### src/rs_defs.svh
// Tomasulo issue stage sizing macros shared by packages and RTL
`ifndef RS_DEFS_SVH
`define RS_DEFS_SVH

////////////////////////////////////////
// Datapath widths
////////////////////////////////////////

`define XLEN 32 // Integer data word width

// ROB tag width, tag 0 is reserved as "no producer"
`define ROB_TAG_BITS 5

////////////////////////////////////////
// Reservation station sizing
////////////////////////////////////////

`define RS_ENTRIES 4 // Entries in the bank, 2 to 16 supported

// Index width into the bank
`define RS_IDX_BITS (($clog2(`RS_ENTRIES) > 0) ? $clog2(`RS_ENTRIES) : 1)

`define NPC_BITS 32 // Next PC width carried through the entries

`endif

### src/isa_pkg.sv
// ISA-level types: ALU function codes and dual-view operand word
`include "rs_defs.svh"

package isa_pkg;

    ////////////////////////////////////////
    // ALU functions
    ////////////////////////////////////////

    typedef enum logic [2:0] {
        ALU_ADD = 3'd0, // a + b
        ALU_SUB = 3'd1, // a - b
        ALU_AND = 3'd2, // Bitwise and
        ALU_OR  = 3'd3, // Bitwise or
        ALU_XOR = 3'd4, // Bitwise xor
        ALU_SLL = 3'd5, // Shift left by b[4:0]
        ALU_SRL = 3'd6, // Logical shift right by b[4:0]
        ALU_SLT = 3'd7  // Signed less-than, 1 or 0
    } alu_func_e;

    ////////////////////////////////////////
    // Operand word
    ////////////////////////////////////////

    // Same bits read as a value when the operand is valid,
    // otherwise as the ROB tag of its producer in the low bits
    typedef union packed {
        logic [`XLEN-1:0] data; // Operand value
        struct packed {
            logic [`XLEN-`ROB_TAG_BITS-1:0] pad; // Ignored upper bits
            logic [`ROB_TAG_BITS-1:0]       tag; // Producer tag
        } producer;
    } operand_u;

endpackage

### src/rs_pkg.sv
// Reservation station traffic types: dispatch, issue and CDB beats
`include "rs_defs.svh"

package rs_pkg;

    ////////////////////////////////////////
    // Dispatch into the bank
    ////////////////////////////////////////

    typedef struct packed {
        logic [`NPC_BITS-1:0]     npc;       // Next PC, carried through
        isa_pkg::alu_func_e       func;      // ALU operation
        logic                     rd_mem;    // Memory read flag
        logic                     wr_mem;    // Memory write flag
        logic                     is_branch; // Branch flag
        logic [`ROB_TAG_BITS-1:0] rob_tag;   // Destination ROB tag
        isa_pkg::operand_u        opa;       // Value or producer tag
        isa_pkg::operand_u        opb;       // Value or producer tag
        logic                     opa_valid; // opa holds a value
        logic                     opb_valid; // opb holds a value
    } dispatch_t;

    ////////////////////////////////////////
    // Issue to the functional unit
    ////////////////////////////////////////

    typedef struct packed {
        logic [`NPC_BITS-1:0]     npc;       // Next PC
        isa_pkg::alu_func_e       func;      // ALU operation
        logic                     rd_mem;    // Memory read flag
        logic                     wr_mem;    // Memory write flag
        logic                     is_branch; // Branch flag
        logic [`ROB_TAG_BITS-1:0] rob_tag;   // Result tag
        logic [`XLEN-1:0]         opa;       // Operand A value
        logic [`XLEN-1:0]         opb;       // Operand B value
    } issue_t;

    // One broadcast beat on the common data bus
    typedef struct packed {
        logic                     valid; // Beat present
        logic [`ROB_TAG_BITS-1:0] tag;   // Producer tag
        logic [`XLEN-1:0]         value; // Result value
    } cdb_t;

endpackage

### src/alu_unit.sv
// Single-cycle integer ALU with registered CDB result
`include "rs_defs.svh"

module alu_unit (
    input  logic           clock,
    input  logic           reset,
    input  logic           issue_valid, // New operation this cycle
    input  rs_pkg::issue_t issue,       // Operands, function and tag
    output rs_pkg::cdb_t   alu_result   // Result beat, one cycle later
);

    logic [`XLEN-1:0]         result;   // Combinational result
    logic                     valid_q;  // Result beat valid
    logic [`ROB_TAG_BITS-1:0] tag_q;    // Result tag
    logic [`XLEN-1:0]         value_q;  // Result value

    ////////////////////////////////////////
    // Compute
    ////////////////////////////////////////

    always_comb begin
        case (issue.func)
            isa_pkg::ALU_ADD: result = issue.opa + issue.opb;
            isa_pkg::ALU_SUB: result = issue.opa - issue.opb;
            isa_pkg::ALU_AND: result = issue.opa & issue.opb;
            isa_pkg::ALU_OR:  result = issue.opa | issue.opb;
            isa_pkg::ALU_XOR: result = issue.opa ^ issue.opb;
            isa_pkg::ALU_SLL: result = issue.opa << issue.opb[4:0]; // Low five bits only
            isa_pkg::ALU_SRL: result = issue.opa >> issue.opb[4:0];
            isa_pkg::ALU_SLT: result = {{(`XLEN-1){1'b0}},
                                        $signed(issue.opa) < $signed(issue.opb)};
            default:          result = '0;
        endcase
    end

    ////////////////////////////////////////
    // Result register
    ////////////////////////////////////////

    always_ff @(posedge clock) begin
        if (reset) begin
            valid_q <= 1'b0;
        end else begin
            valid_q <= issue_valid; // No stall, every issue broadcasts
        end
    end

    always_ff @(posedge clock) begin
        tag_q   <= issue.rob_tag;
        value_q <= result;
    end

    assign alu_result = '{valid: valid_q, tag: tag_q, value: value_q};

endmodule

### src/cdb_arbiter.sv
// Fixed-priority CDB arbiter, ALU result ahead of external result
`include "rs_defs.svh"

module cdb_arbiter (
    input  logic         clock,
    input  logic         reset,
    input  rs_pkg::cdb_t alu_result, // Always wins the bus
    input  rs_pkg::cdb_t ext_result, // Valid bit is the request
    output rs_pkg::cdb_t cdb,        // Broadcast bus
    output logic         ext_grant   // External result is on the bus
);

    localparam logic [3:0] LOST_HOLD = 4'hf;          // Held in or just out of reset
    localparam logic [3:0] LOST_MAX  = LOST_HOLD - 1'b1; // Saturation of the count

    logic [3:0] lost_q; // Cycles the external request lost the bus

    ////////////////////////////////////////
    // Selection
    ////////////////////////////////////////

    assign ext_grant = ext_result.valid && !alu_result.valid && (lost_q != LOST_HOLD);

    always_comb begin
        if (alu_result.valid) begin
            cdb = alu_result;
        end else if (ext_grant) begin
            cdb = ext_result;
        end else begin
            cdb = '0; // Idle bus
        end
    end

    ////////////////////////////////////////
    // Lost-request count
    ////////////////////////////////////////

    always_ff @(posedge clock) begin
        if (reset) begin
            lost_q <= LOST_HOLD; // Blocks the grant
        end else if (lost_q == LOST_HOLD || ext_grant || !ext_result.valid) begin
            lost_q <= '0;
        end else if (lost_q != LOST_MAX) begin
            lost_q <= lost_q + 1'b1; // Lost to an ALU beat
        end
    end

endmodule

### src/rs_bank.sv
// Reservation station bank with free-entry allocation and issue select
`include "rs_defs.svh"

module rs_bank (
    input  logic              clock,
    input  logic              reset,
    input  logic              dispatch_valid, // Dispatch request
    input  rs_pkg::dispatch_t dispatch,       // Instruction to store
    input  rs_pkg::cdb_t      cdb,            // Wakeup broadcasts
    input  logic              fu_stall,       // Hold all issue
    output logic              dispatch_ready, // Some entry is free
    output logic              issue_valid,    // Issue port carries an instruction
    output rs_pkg::issue_t    issue           // Selected instruction
);

    localparam int IDX_BITS = `RS_IDX_BITS;

    logic [`RS_ENTRIES-1:0] busy;                   // Per-entry occupied
    logic [`RS_ENTRIES-1:0] ready;                  // Per-entry operands complete
    logic [`RS_ENTRIES-1:0] load;                   // One-hot load strobe
    logic [`RS_ENTRIES-1:0] grant;                  // One-hot issue grant
    rs_pkg::issue_t         entries [`RS_ENTRIES];  // Stored instructions
    logic                   found_free;             // Free entry located
    logic                   found_ready;            // Ready entry located
    logic [IDX_BITS-1:0]    issue_idx;              // Winner of issue select

    ////////////////////////////////////////
    // Entry array
    ////////////////////////////////////////

    for (genvar g = 0; g < `RS_ENTRIES; g++) begin : g_entry
        rs_entry u_entry (
            .clock       (clock),
            .reset       (reset),
            .load        (load[g]),
            .dispatch    (dispatch),
            .cdb         (cdb),
            .issue_grant (grant[g]),
            .busy        (busy[g]),
            .ready       (ready[g]),
            .entry       (entries[g])
        );
    end

    ////////////////////////////////////////
    // Allocation
    ////////////////////////////////////////

    // Lowest-indexed free entry takes the dispatch
    always_comb begin
        load       = '0;
        found_free = 1'b0;
        for (int i = 0; i < `RS_ENTRIES; i++) begin
            if (!busy[i] && !found_free) begin
                load[i]    = dispatch_valid;
                found_free = 1'b1;
            end
        end
    end

    assign dispatch_ready = found_free; // Any entry free

    ////////////////////////////////////////
    // Issue selection
    ////////////////////////////////////////

    // Lowest-indexed ready entry wins, stall blocks the grant
    always_comb begin
        grant       = '0;
        issue_idx   = '0;
        found_ready = 1'b0;
        for (int i = 0; i < `RS_ENTRIES; i++) begin
            if (ready[i] && !found_ready) begin
                issue_idx   = IDX_BITS'(i);
                found_ready = 1'b1;
            end
        end
        issue_valid = found_ready && !fu_stall;
        if (issue_valid) begin
            grant[issue_idx] = 1'b1; // Frees the entry at this edge
        end
    end

    assign issue = entries[issue_idx]; // Issue mux

endmodule

### src/rs_entry.sv
// Single reservation station entry with CDB operand wakeup
`include "rs_defs.svh"

module rs_entry (
    input  logic            clock,
    input  logic            reset,
    input  logic            load,        // Write dispatch into this entry
    input  rs_pkg::dispatch_t dispatch,  // Incoming instruction
    input  rs_pkg::cdb_t    cdb,         // Broadcast bus to snoop
    input  logic            issue_grant, // Entry selected for issue, frees it
    output logic            busy,        // Entry holds an instruction
    output logic            ready,       // Both operands present
    output rs_pkg::issue_t  entry        // Stored instruction for issue mux
);

    ////////////////////////////////////////
    // State
    ////////////////////////////////////////

    logic                     busy_q;              // Occupied
    logic                     opa_valid_q;         // Operand A captured
    logic                     opb_valid_q;         // Operand B captured
    logic [`ROB_TAG_BITS-1:0] opa_tag_q;           // Waiting producer of A
    logic [`ROB_TAG_BITS-1:0] opb_tag_q;           // Waiting producer of B
    rs_pkg::issue_t           entry_q;             // Payload and operand values

    logic                     load_a_hit;          // Broadcast matches A on load
    logic                     load_b_hit;          // Broadcast matches B on load
    logic                     snoop_a;             // Broadcast fills waiting A
    logic                     snoop_b;             // Broadcast fills waiting B

    // Tag view of each operand only counts when its valid bit is low
    assign load_a_hit = cdb.valid && !dispatch.opa_valid &&
                        (cdb.tag == dispatch.opa.producer.tag);
    assign load_b_hit = cdb.valid && !dispatch.opb_valid &&
                        (cdb.tag == dispatch.opb.producer.tag);

    assign snoop_a = busy_q && !opa_valid_q && cdb.valid && (cdb.tag == opa_tag_q);
    assign snoop_b = busy_q && !opb_valid_q && cdb.valid && (cdb.tag == opb_tag_q);

    ////////////////////////////////////////
    // Control registers
    ////////////////////////////////////////

    always_ff @(posedge clock) begin
        if (reset) begin
            busy_q      <= 1'b0;
            opa_valid_q <= 1'b0;
            opb_valid_q <= 1'b0;
        end else if (load) begin
            busy_q      <= 1'b1;
            opa_valid_q <= dispatch.opa_valid || load_a_hit; // Same-cycle wakeup
            opb_valid_q <= dispatch.opb_valid || load_b_hit;
        end else begin
            if (issue_grant) begin
                busy_q <= 1'b0; // Freed at issue
            end
            if (snoop_a) begin
                opa_valid_q <= 1'b1;
            end
            if (snoop_b) begin
                opb_valid_q <= 1'b1;
            end
        end
    end

    ////////////////////////////////////////
    // Payload registers
    ////////////////////////////////////////

    always_ff @(posedge clock) begin
        if (load) begin
            entry_q.npc       <= dispatch.npc;
            entry_q.func      <= dispatch.func;
            entry_q.rd_mem    <= dispatch.rd_mem;
            entry_q.wr_mem    <= dispatch.wr_mem;
            entry_q.is_branch <= dispatch.is_branch;
            entry_q.rob_tag   <= dispatch.rob_tag;
            opa_tag_q         <= dispatch.opa.producer.tag; // Junk if valid, never compared
            opb_tag_q         <= dispatch.opb.producer.tag;
            entry_q.opa       <= load_a_hit ? cdb.value : dispatch.opa.data;
            entry_q.opb       <= load_b_hit ? cdb.value : dispatch.opb.data;
        end else begin
            if (snoop_a) begin
                entry_q.opa <= cdb.value; // Late operand A
            end
            if (snoop_b) begin
                entry_q.opb <= cdb.value; // Late operand B
            end
        end
    end

    assign busy  = busy_q;
    assign ready = busy_q && opa_valid_q && opb_valid_q;
    assign entry = entry_q;

endmodule

### src/tomasulo_core.sv
// Tomasulo issue stage top: reservation bank, ALU and CDB arbiter
`include "rs_defs.svh"

module tomasulo_core (
    input  logic              clock,
    input  logic              reset,
    input  logic              dispatch_valid, // Dispatch request
    input  rs_pkg::dispatch_t dispatch,       // Instruction to dispatch
    input  logic              fu_stall,       // Hold issue
    input  rs_pkg::cdb_t      ext_result,     // External result request
    output logic              dispatch_ready, // Bank has a free entry
    output logic              ext_grant,      // External result broadcast
    output rs_pkg::cdb_t      cdb             // Common data bus
);

    logic           issue_valid; // Bank to ALU strobe
    rs_pkg::issue_t issue;       // Bank to ALU instruction
    rs_pkg::cdb_t   alu_result;  // ALU to arbiter beat

    rs_bank u_rs_bank (
        .clock          (clock),
        .reset          (reset),
        .dispatch_valid (dispatch_valid),
        .dispatch       (dispatch),
        .cdb            (cdb),
        .fu_stall       (fu_stall),
        .dispatch_ready (dispatch_ready),
        .issue_valid    (issue_valid),
        .issue          (issue)
    );

    alu_unit u_alu_unit (
        .clock       (clock),
        .reset       (reset),
        .issue_valid (issue_valid),
        .issue       (issue),
        .alu_result  (alu_result)
    );

    cdb_arbiter u_cdb_arbiter (
        .clock      (clock),
        .reset      (reset),
        .alu_result (alu_result),
        .ext_result (ext_result),
        .cdb        (cdb),
        .ext_grant  (ext_grant)
    );

endmodule
### config.mk
export PLATFORM = sky130hd
export DESIGN_NAME = tomasulo_core
export DESIGN_NICKNAME = d
export VERILOG_FILES = /design/src/isa_pkg.sv /design/src/rs_pkg.sv /design/src/alu_unit.sv /design/src/cdb_arbiter.sv /design/src/rs_bank.sv /design/src/rs_entry.sv /design/src/tomasulo_core.sv
export VERILOG_INCLUDE_DIRS = /design/src
export SDC_FILE = /design/constraint.sdc
export NUM_CORES = 1
export LEC_CHECK = 0
export BUFFER_PORTS_ARGS = -buffer_cell sky130_fd_sc_hd__buf_2
export CAP_MARGIN = 20
export CORE_UTILIZATION = 45
export DETAILED_ROUTE_END_ITERATION = 12
export PLACE_DENSITY_LB_ADDON = 0.15
export SYNTH_ARGS = -nofsm -noshare
export SYNTH_HDL_FRONTEND = slang
export SYNTH_HIERARCHICAL = 1
export SYNTH_SLANG_ARGS = --single-unit
### constraint.sdc
create_clock -name clock -period 14.8 [get_ports clock]
set_input_delay 2.96 -clock clock [delete_from_list [all_inputs] [get_ports clock]]
set_output_delay 2.96 -clock clock [all_outputs]
set_load 0.01 [all_outputs]
==> flow_summary.json, run 1 <==
{
  "grt_pass1_vias": 20900,
  "p_total_mw": 3.13,
  "worstHoldStart": "u_rs_bank/g_entry[3].u_entry/entry[64]$_DFFE_PP_",
  "tightest_slew_ns": 1.05,
  "ir_worst_vdd_v": 0.0000849,
  "synth_area_um2": 26600,
  "grt_usage": 0.301,
  "hold_path_end": "u_alu_unit/tag_q[0]$_DFF_P_",
  "r2r-start": "u_rs_bank/g_entry[0].u_entry/busy$_SDFFE_PP0P_",
  "drv_cap": 0,
  "clock-sinks": 382,
  "final.period_utilization": 0.544,
  "io_pins": 191,
  "r2r_setup_slack_ns": 7.37,
  "wl_met1_um": 39200,
  "power.switching_mw": 0.976,
  "post-route-util": 0.507,
  "drc_errors": 0,
  "routed_wl_um": 91000,
  "r2r_end": "u_alu_unit/value_q[0]$_DFF_P_",
  "fin_area_um2": 29400,
  "vias_per_cell": 6.34,
  "syn_area_per_cell_um2": 10.8,
  "hp-class": "register to register",
  "firstDrtPassIters": 7,
  "reg2reg_depth": 19,
  "drive_gt1_frac": 0.258,
  "place_hpwl_um": 62000,
  "cts_resized": 0,
  "routabilityCongestion": 1.04,
  "rsz0062_at_grt": "no",
  "p_leak_nw": 11.4,
  "swShare": 0.311,
  "status": "finished, final reports clean",
  "crit_type": "input port to output port",
  "overflow": 0,
  "dr_wl_met2_um": 42800,
  "htree_levels": 2,
  "start_kind": "input port",
  "finalNetCount": 2810,
  "wl_met3_um": 6560,
  "post_cts_buffers": 0,
  "cp.required_ns": 11.84,
  "grt_pass1_wl_um": 135000,
  "ctsHoldBuffers": 0,
  "placed_area_um2": 28000,
  "ant_nets": 0,
  "finalSetupTns_ns": 0,
  "drt_iter0_drc": 2331,
  "max_clock_freq_mhz": 124,
  "area_growth_pct": 10.8,
  "antenna_found_initial": 4,
  "clock_skew_ns": 0.0263,
  "setup_viol": 0,
  "portBuffers": 155,
  "die_area_um2": 60000,
  "numCtsBuffers": 42,
  "row_count": 88,
  "tritoncts": "yes",
  "vias": 21300,
  "p_int_mw": 2.16,
  "whs_path_depth": 2,
  "hold_viol": 0,
  "clk_pin_slew_ns": 0.06,
  "wl_per_cell_um": 27.1,
  "cts_buffer_depth": 3,
  "combPwrFrac": 0.260,
  "coreArea_um2": 58000,
  "slew_viol_final": 0,
  "initial_core_util": 0.458,
  "die_h_um": 245,
  "pwr-share-clk": 0.339,
  "fp.dieW_um": 245,
  "yosys_warnings": 6,
  "netlist_instances": 2459,
  "top_layer": "met5",
  "period_minus_slack_ns": 8.05,
  "cts-root-buf": "clkbuf_16",
  "relSlewSlack": 0.296,
  "p_per_area_nw_per_um2": 106,
  "critPathMaxFanout": 29,
  "syn_nets": 2711,
  "grt_max_degree": 77,
  "clock_latency_ns": 0.59,
  "endpoint_kind": "output port",
  "cp.arrival_ns": 5.09,
  "power_frac_seq": 0.401
}
==> area by class of cell <==
| type | count | area, µm² |
|---|---|---|
| clock buffers | 61 | 1190 |
| flip-flops and latches | 382 | 10900 |
| inverters | 116 | 435 |
| multi-input cells | 1773 | 14300 |
| fillers | 5313 | 28600 |
| diodes | 2 | 5.00 |
| well taps | 765 | 957 |
| repair buffers | 243 | 1440 |
| clock inverters | 17 | 200 |
==> through the flow <==
| step | setup WS, ns | cells | hold WS, ns |
|---|---|---|---|
| final | 6.75 | 3359 | 0.507 |
| after global routing | 6.64 | 3358 | 0.537 |
| after detailed placement | 6.70 | 3279 | 0.477 |
| after floorplan | 7.68 | 2459 | 0.454 |
| after CTS | 6.69 | 3357 | 0.509 |
| after global placement | 6.74 | 3279 | 0.465 |
==> cell usage in the layout (no fill, tap or decap), types with 26 or more instances in the layout <==
master / instances
o22ai_1: 26
nor2b_1: 80
a22o_1: 38
inv_1: 112
nand2_1: 98
mux4_2: 37
o211ai_1: 31
mux2i_1: 43
o21ai_0: 141
buf_4: 88
edfxtp_1: 328
xor2_1: 43
nor2_1: 150
a21oi_1: 141
a22oi_1: 86
buf_2: 155
dfxtp_1: 53
mux2_2: 251
clkbuf_16: 42
nor3_1: 35
a221oi_1: 78
ha_1: 99
xnor2_1: 61
nand3_1: 30
==> worst max-delay path by stage <==
| stage | endpoint | slack (ns) | cells after the start | start |
|---|---|---|---|---|
| 4_1_cts | cdb[21] | 6.69 | 6 | ext_result[37] |
| 3_3_place_gp | cdb[21] | 6.74 | 6 | ext_result[37] |
| 6_report | cdb[22] | 6.75 | 6 | ext_result[37] |
| 2_1_floorplan | cdb[34] | 7.68 | 5 | ext_result[37] |
| 5_1_grt | cdb[21] | 6.64 | 6 | ext_result[37] |
| 3_5_place_dp | cdb[21] | 6.70 | 6 | ext_result[37] |
==> critical path: stages <==
cell	delay, ns
buf_2	0.09
clkinv_1	0.10
nor3_4	0.52
buf_4	0.53
a22o_1	0.57
buf_2	0.24
==> registers in the layout, indices dropped and copies added, names as in the netlist <==
register	count
u_rs_bank/g_entry.u_entry/opa_valid_q	4
u_cdb_arbiter/lost_q	4
u_alu_unit/tag_q	5
u_rs_bank/g_entry.u_entry/opb_tag_q	20
u_rs_bank/g_entry.u_entry/opa_tag_q	20
u_rs_bank/g_entry.u_entry/entry	288
u_rs_bank/g_entry.u_entry/busy	4
u_alu_unit/valid_q	1
u_rs_bank/g_entry.u_entry/opb_valid_q	4
u_alu_unit/value_q	32
==> layer usage <==
| metal | GRT usage | vias up |
|---|---|---|
| met1 | 0.415 | 10600 |
| met5 | 0 | - |
| met3 | 0.0502 | 165 |
| met4 | 0.0842 | 2 |
| met2 | 0.487 | 885 |
| li1 | - | 9623 |
==> power by group through the flow <==
stage	combinational, mW	clock, mW	sequential (mW)
2_1_floorplan	0.541	0	1.27
3_3_place_gp	0.789	0	1.28
3_5_place_dp	0.796	0	1.28
4_1_cts	0.801	1.08	1.26
5_1_grt	0.877	1.12	1.26
6_report	0.816	1.06	1.26
No activity file was read; power rests on OpenSTA's default activity.
==> run 2, diff against run 1 <==
- clock period: 14.8 -> 7.5 ns (I/O delays scaled with it)
==> run 2 against run 1 <==
- critical path depth grew 10
- worst setup slack lost 5.2 ns
- final cell count grew 0.42%
- die area is the same
- combinational power grew 100%
- first-iteration DRC count grew 0.60%
- sequential cell count is the same
- via count grew 0.78%
- count of clock-buffer cells in the layout grew 3
- core utilization grew 0.15 points
- non-clock buffer count grew 10
- clock power grew 95%
- critical endpoint is now u_alu_unit/value_q[0]$_DFF_P_
==> flow_summary.json, run 2 (synthesized netlist as in run 1, its figures left out) <==
{
  "instances_no_fill": 3373,
  "crit_type": "register to register",
  "cts_resized": 0,
  "cts_buffer_depth": 3,
  "drive_gt1_frac": 0.258,
  "setup_viol": 0,
  "r2r_setup_slack_ns": 1.55,
  "critical-path-slowest-cell": "a211oi_1",
  "placed_area_um2": 28100,
  "layout_common_cells": "328 x edfxtp_1, 251 x mux2_2, 155 x buf_2, 151 x nor2_1, 141 x a21oi_1",
  "final.period_utilization": 0.793,
  "start_kind": "register",
  "vias": 21500,
  "reg2reg_depth": 16,
  "status": "finished, final reports clean",
  "p_leak_nw": 11.4,
  "relSlewSlack": 0.245,
  "grt_max_degree": 79,
  "clk_pin_slew_ns": 0.06,
  "use_met2": 0.478,
  "row_count": 88,
  "grt_usage": 0.304,
  "rsz0062_at_grt": "no",
  "critPathMaxStageDelay_ns": 0.56,
  "ctsHoldBuffers": 0,
  "numCtsBuffers": 45,
  "post_cts_buffers": 0,
  "max_clock_freq_mhz": 168,
  "drv_cap": 0,
  "wl_per_cell_um": 27.4,
  "gr-usage-met1": 0.430,
  "period_minus_slack_ns": 5.95,
  "diodes": 0,
  "r2r_end": "u_alu_unit/value_q[0]$_DFF_P_",
  "grt_busiest_layer": "met2",
  "ant_nets": 0,
  "htree_levels": 2,
  "endpoint_kind": "register",
  "clock_latency_ns": 0.58,
  "slew_viol_final": 0,
  "fp.dieW_um": 245,
  "setup_ws_ns": 1.55,
  "post-route-util": 0.509,
  "antenna_found_initial": 1,
  "dp.cells": 3288,
  "clock_skew_ns": 0.0174,
  "tightest_slew_ns": 1.12,
  "fin_area_um2": 29500,
  "die_area_um2": 60000,
  "clock-sinks": 382,
  "drt_iter0_drc": 2345,
  "whs_path_depth": 2,
  "routabilityCongestion": 0.982,
  "cp.required_ns": 8.01,
  "routed_wl_um": 92300,
  "cts-root-buf": "clkbuf_16",
  "worstHoldStart": "u_rs_bank/g_entry[3].u_entry/entry[65]$_DFFE_PP_",
  "finalNetCount": 2823,
  "hp-class": "register to register",
  "critPathMaxFanout": 47,
  "cp_num_buf_inv": 2,
  "pre_cts_ws_ns": 1.61,
  "initial_core_util": 0.458,
  "hold_path_end": "u_alu_unit/tag_q[1]$_DFF_P_",
  "grt_pass1_wl_um": 136000,
  "cp.arrival_ns": 6.46,
  "cp_cell_sequence": "and3_4, nor4b_4, buf_4, a22oi_1, o21ai_0, inv_1, ha_1, nor2_1, a2111o_1, and3_1, o2111ai_1, nand4_2, a41oi_2, nor3_1, a211oi_1, o32a_1",
  "portBuffers": 155,
  "r2r-start": "u_rs_bank/g_entry[1].u_entry/busy$_SDFFE_PP0P_",
  "grt_use_met3": 0.0481,
  "p_per_area_nw_per_um2": 210,
  "overflow": 0,
  "firstDrtPassIters": 8,
  "grt_pass1_vias": 20700,
  "coreArea_um2": 58000,
  "io_pins": 191,
  "drc_errors": 0,
  "ir_worst_vdd_v": 0.000181,
  "finalSetupTns_ns": 0,
  "die_h_um": 245,
  "largest_reg_flops": 288,
  "place_hpwl_um": 63700,
  "cp_top_family": "compound AO/OA/AOI/OAI gates",
  "hold_viol": 0,
  "area_growth_pct": 11.1,
  "final_common_cell": "edfxtp_1",
  "vias_per_cell": 6.36,
  "tritoncts": "yes"
}
==> run 2: cell count changes in the layout (fill, tap and decap cells not counted), sizes merged <==
cell | before | now
clkinv | 14 | 16
clkbuf | 61 | 64
bufinv | 3 | 1
inv | 116 | 117
buf | 243 | 253
diode | 2 | 0
clkinvlp | 0 | 2
==> run 2: how the worst max path moves through the flow <==
stage                                                         from                                          endpoint  slack [ns]  cells after the start
floorplan           u_rs_bank/g_entry[2].u_entry/busy$_SDFFE_PP0P_                    u_alu_unit/value_q[28]$_DFF_P_        2.52                     23
global placement                                    ext_result[37]  u_rs_bank/g_entry[1].u_entry/entry[20]$_DFFE_PP_        1.70                      9
detailed placement                                  ext_result[37]  u_rs_bank/g_entry[1].u_entry/entry[22]$_DFFE_PP_        1.61                      9
CTS                 u_rs_bank/g_entry[0].u_entry/busy$_SDFFE_PP0P_                     u_alu_unit/value_q[0]$_DFF_P_        1.65                     16
global route        u_rs_bank/g_entry[0].u_entry/busy$_SDFFE_PP0P_                     u_alu_unit/value_q[0]$_DFF_P_        1.24                     16
finish              u_rs_bank/g_entry[1].u_entry/busy$_SDFFE_PP0P_                     u_alu_unit/value_q[0]$_DFF_P_        1.55                     16
==> run 2: layer usage <==
layer / vias up / wire, µm
met5: - / 10
met4: 2 / 2520
met3: 146 / 7050
met2: 914 / 42300
met1: 10700 / 40400
li1: 9661 / -
==> run 2: cell type report <==
cell class                      instances  area, µm²
Sequential cell                       382      10900
Fill cell                            5210      28500
Inverter                              116        435
Multi-Input combinational cell       1773      14300
Clock buffer                           64       1230
Tap cell                              765        957
Timing Repair Buffer                  253       1530
Clock inverter                         20        163
==> run 2: report_power, final <==
| group | switching, mW | internal [mW] | total (mW) |
|---|---|---|---|
| combinational | 1.03 | 0.614 | 1.64 |
| sequential | 0.0502 | 2.44 | 2.49 |
| clock | 0.881 | 1.18 | 2.07 |
==> run 2: worst min-delay path: cells and delay by family (launching register included) <==
family / cells / cell delay (ns)
DFF: 1 / 0.32
AOI/OAI and AO/OA: 2 / 0.13
==> run 2: through the flow <==
stage	hold WS, ns	total power, mW
after floorplan	0.454	3.58
after global placement	0.466	4.11
final	0.484	6.20
after detailed placement	0.472	4.13
after CTS	0.483	6.21
after global routing	0.497	6.44
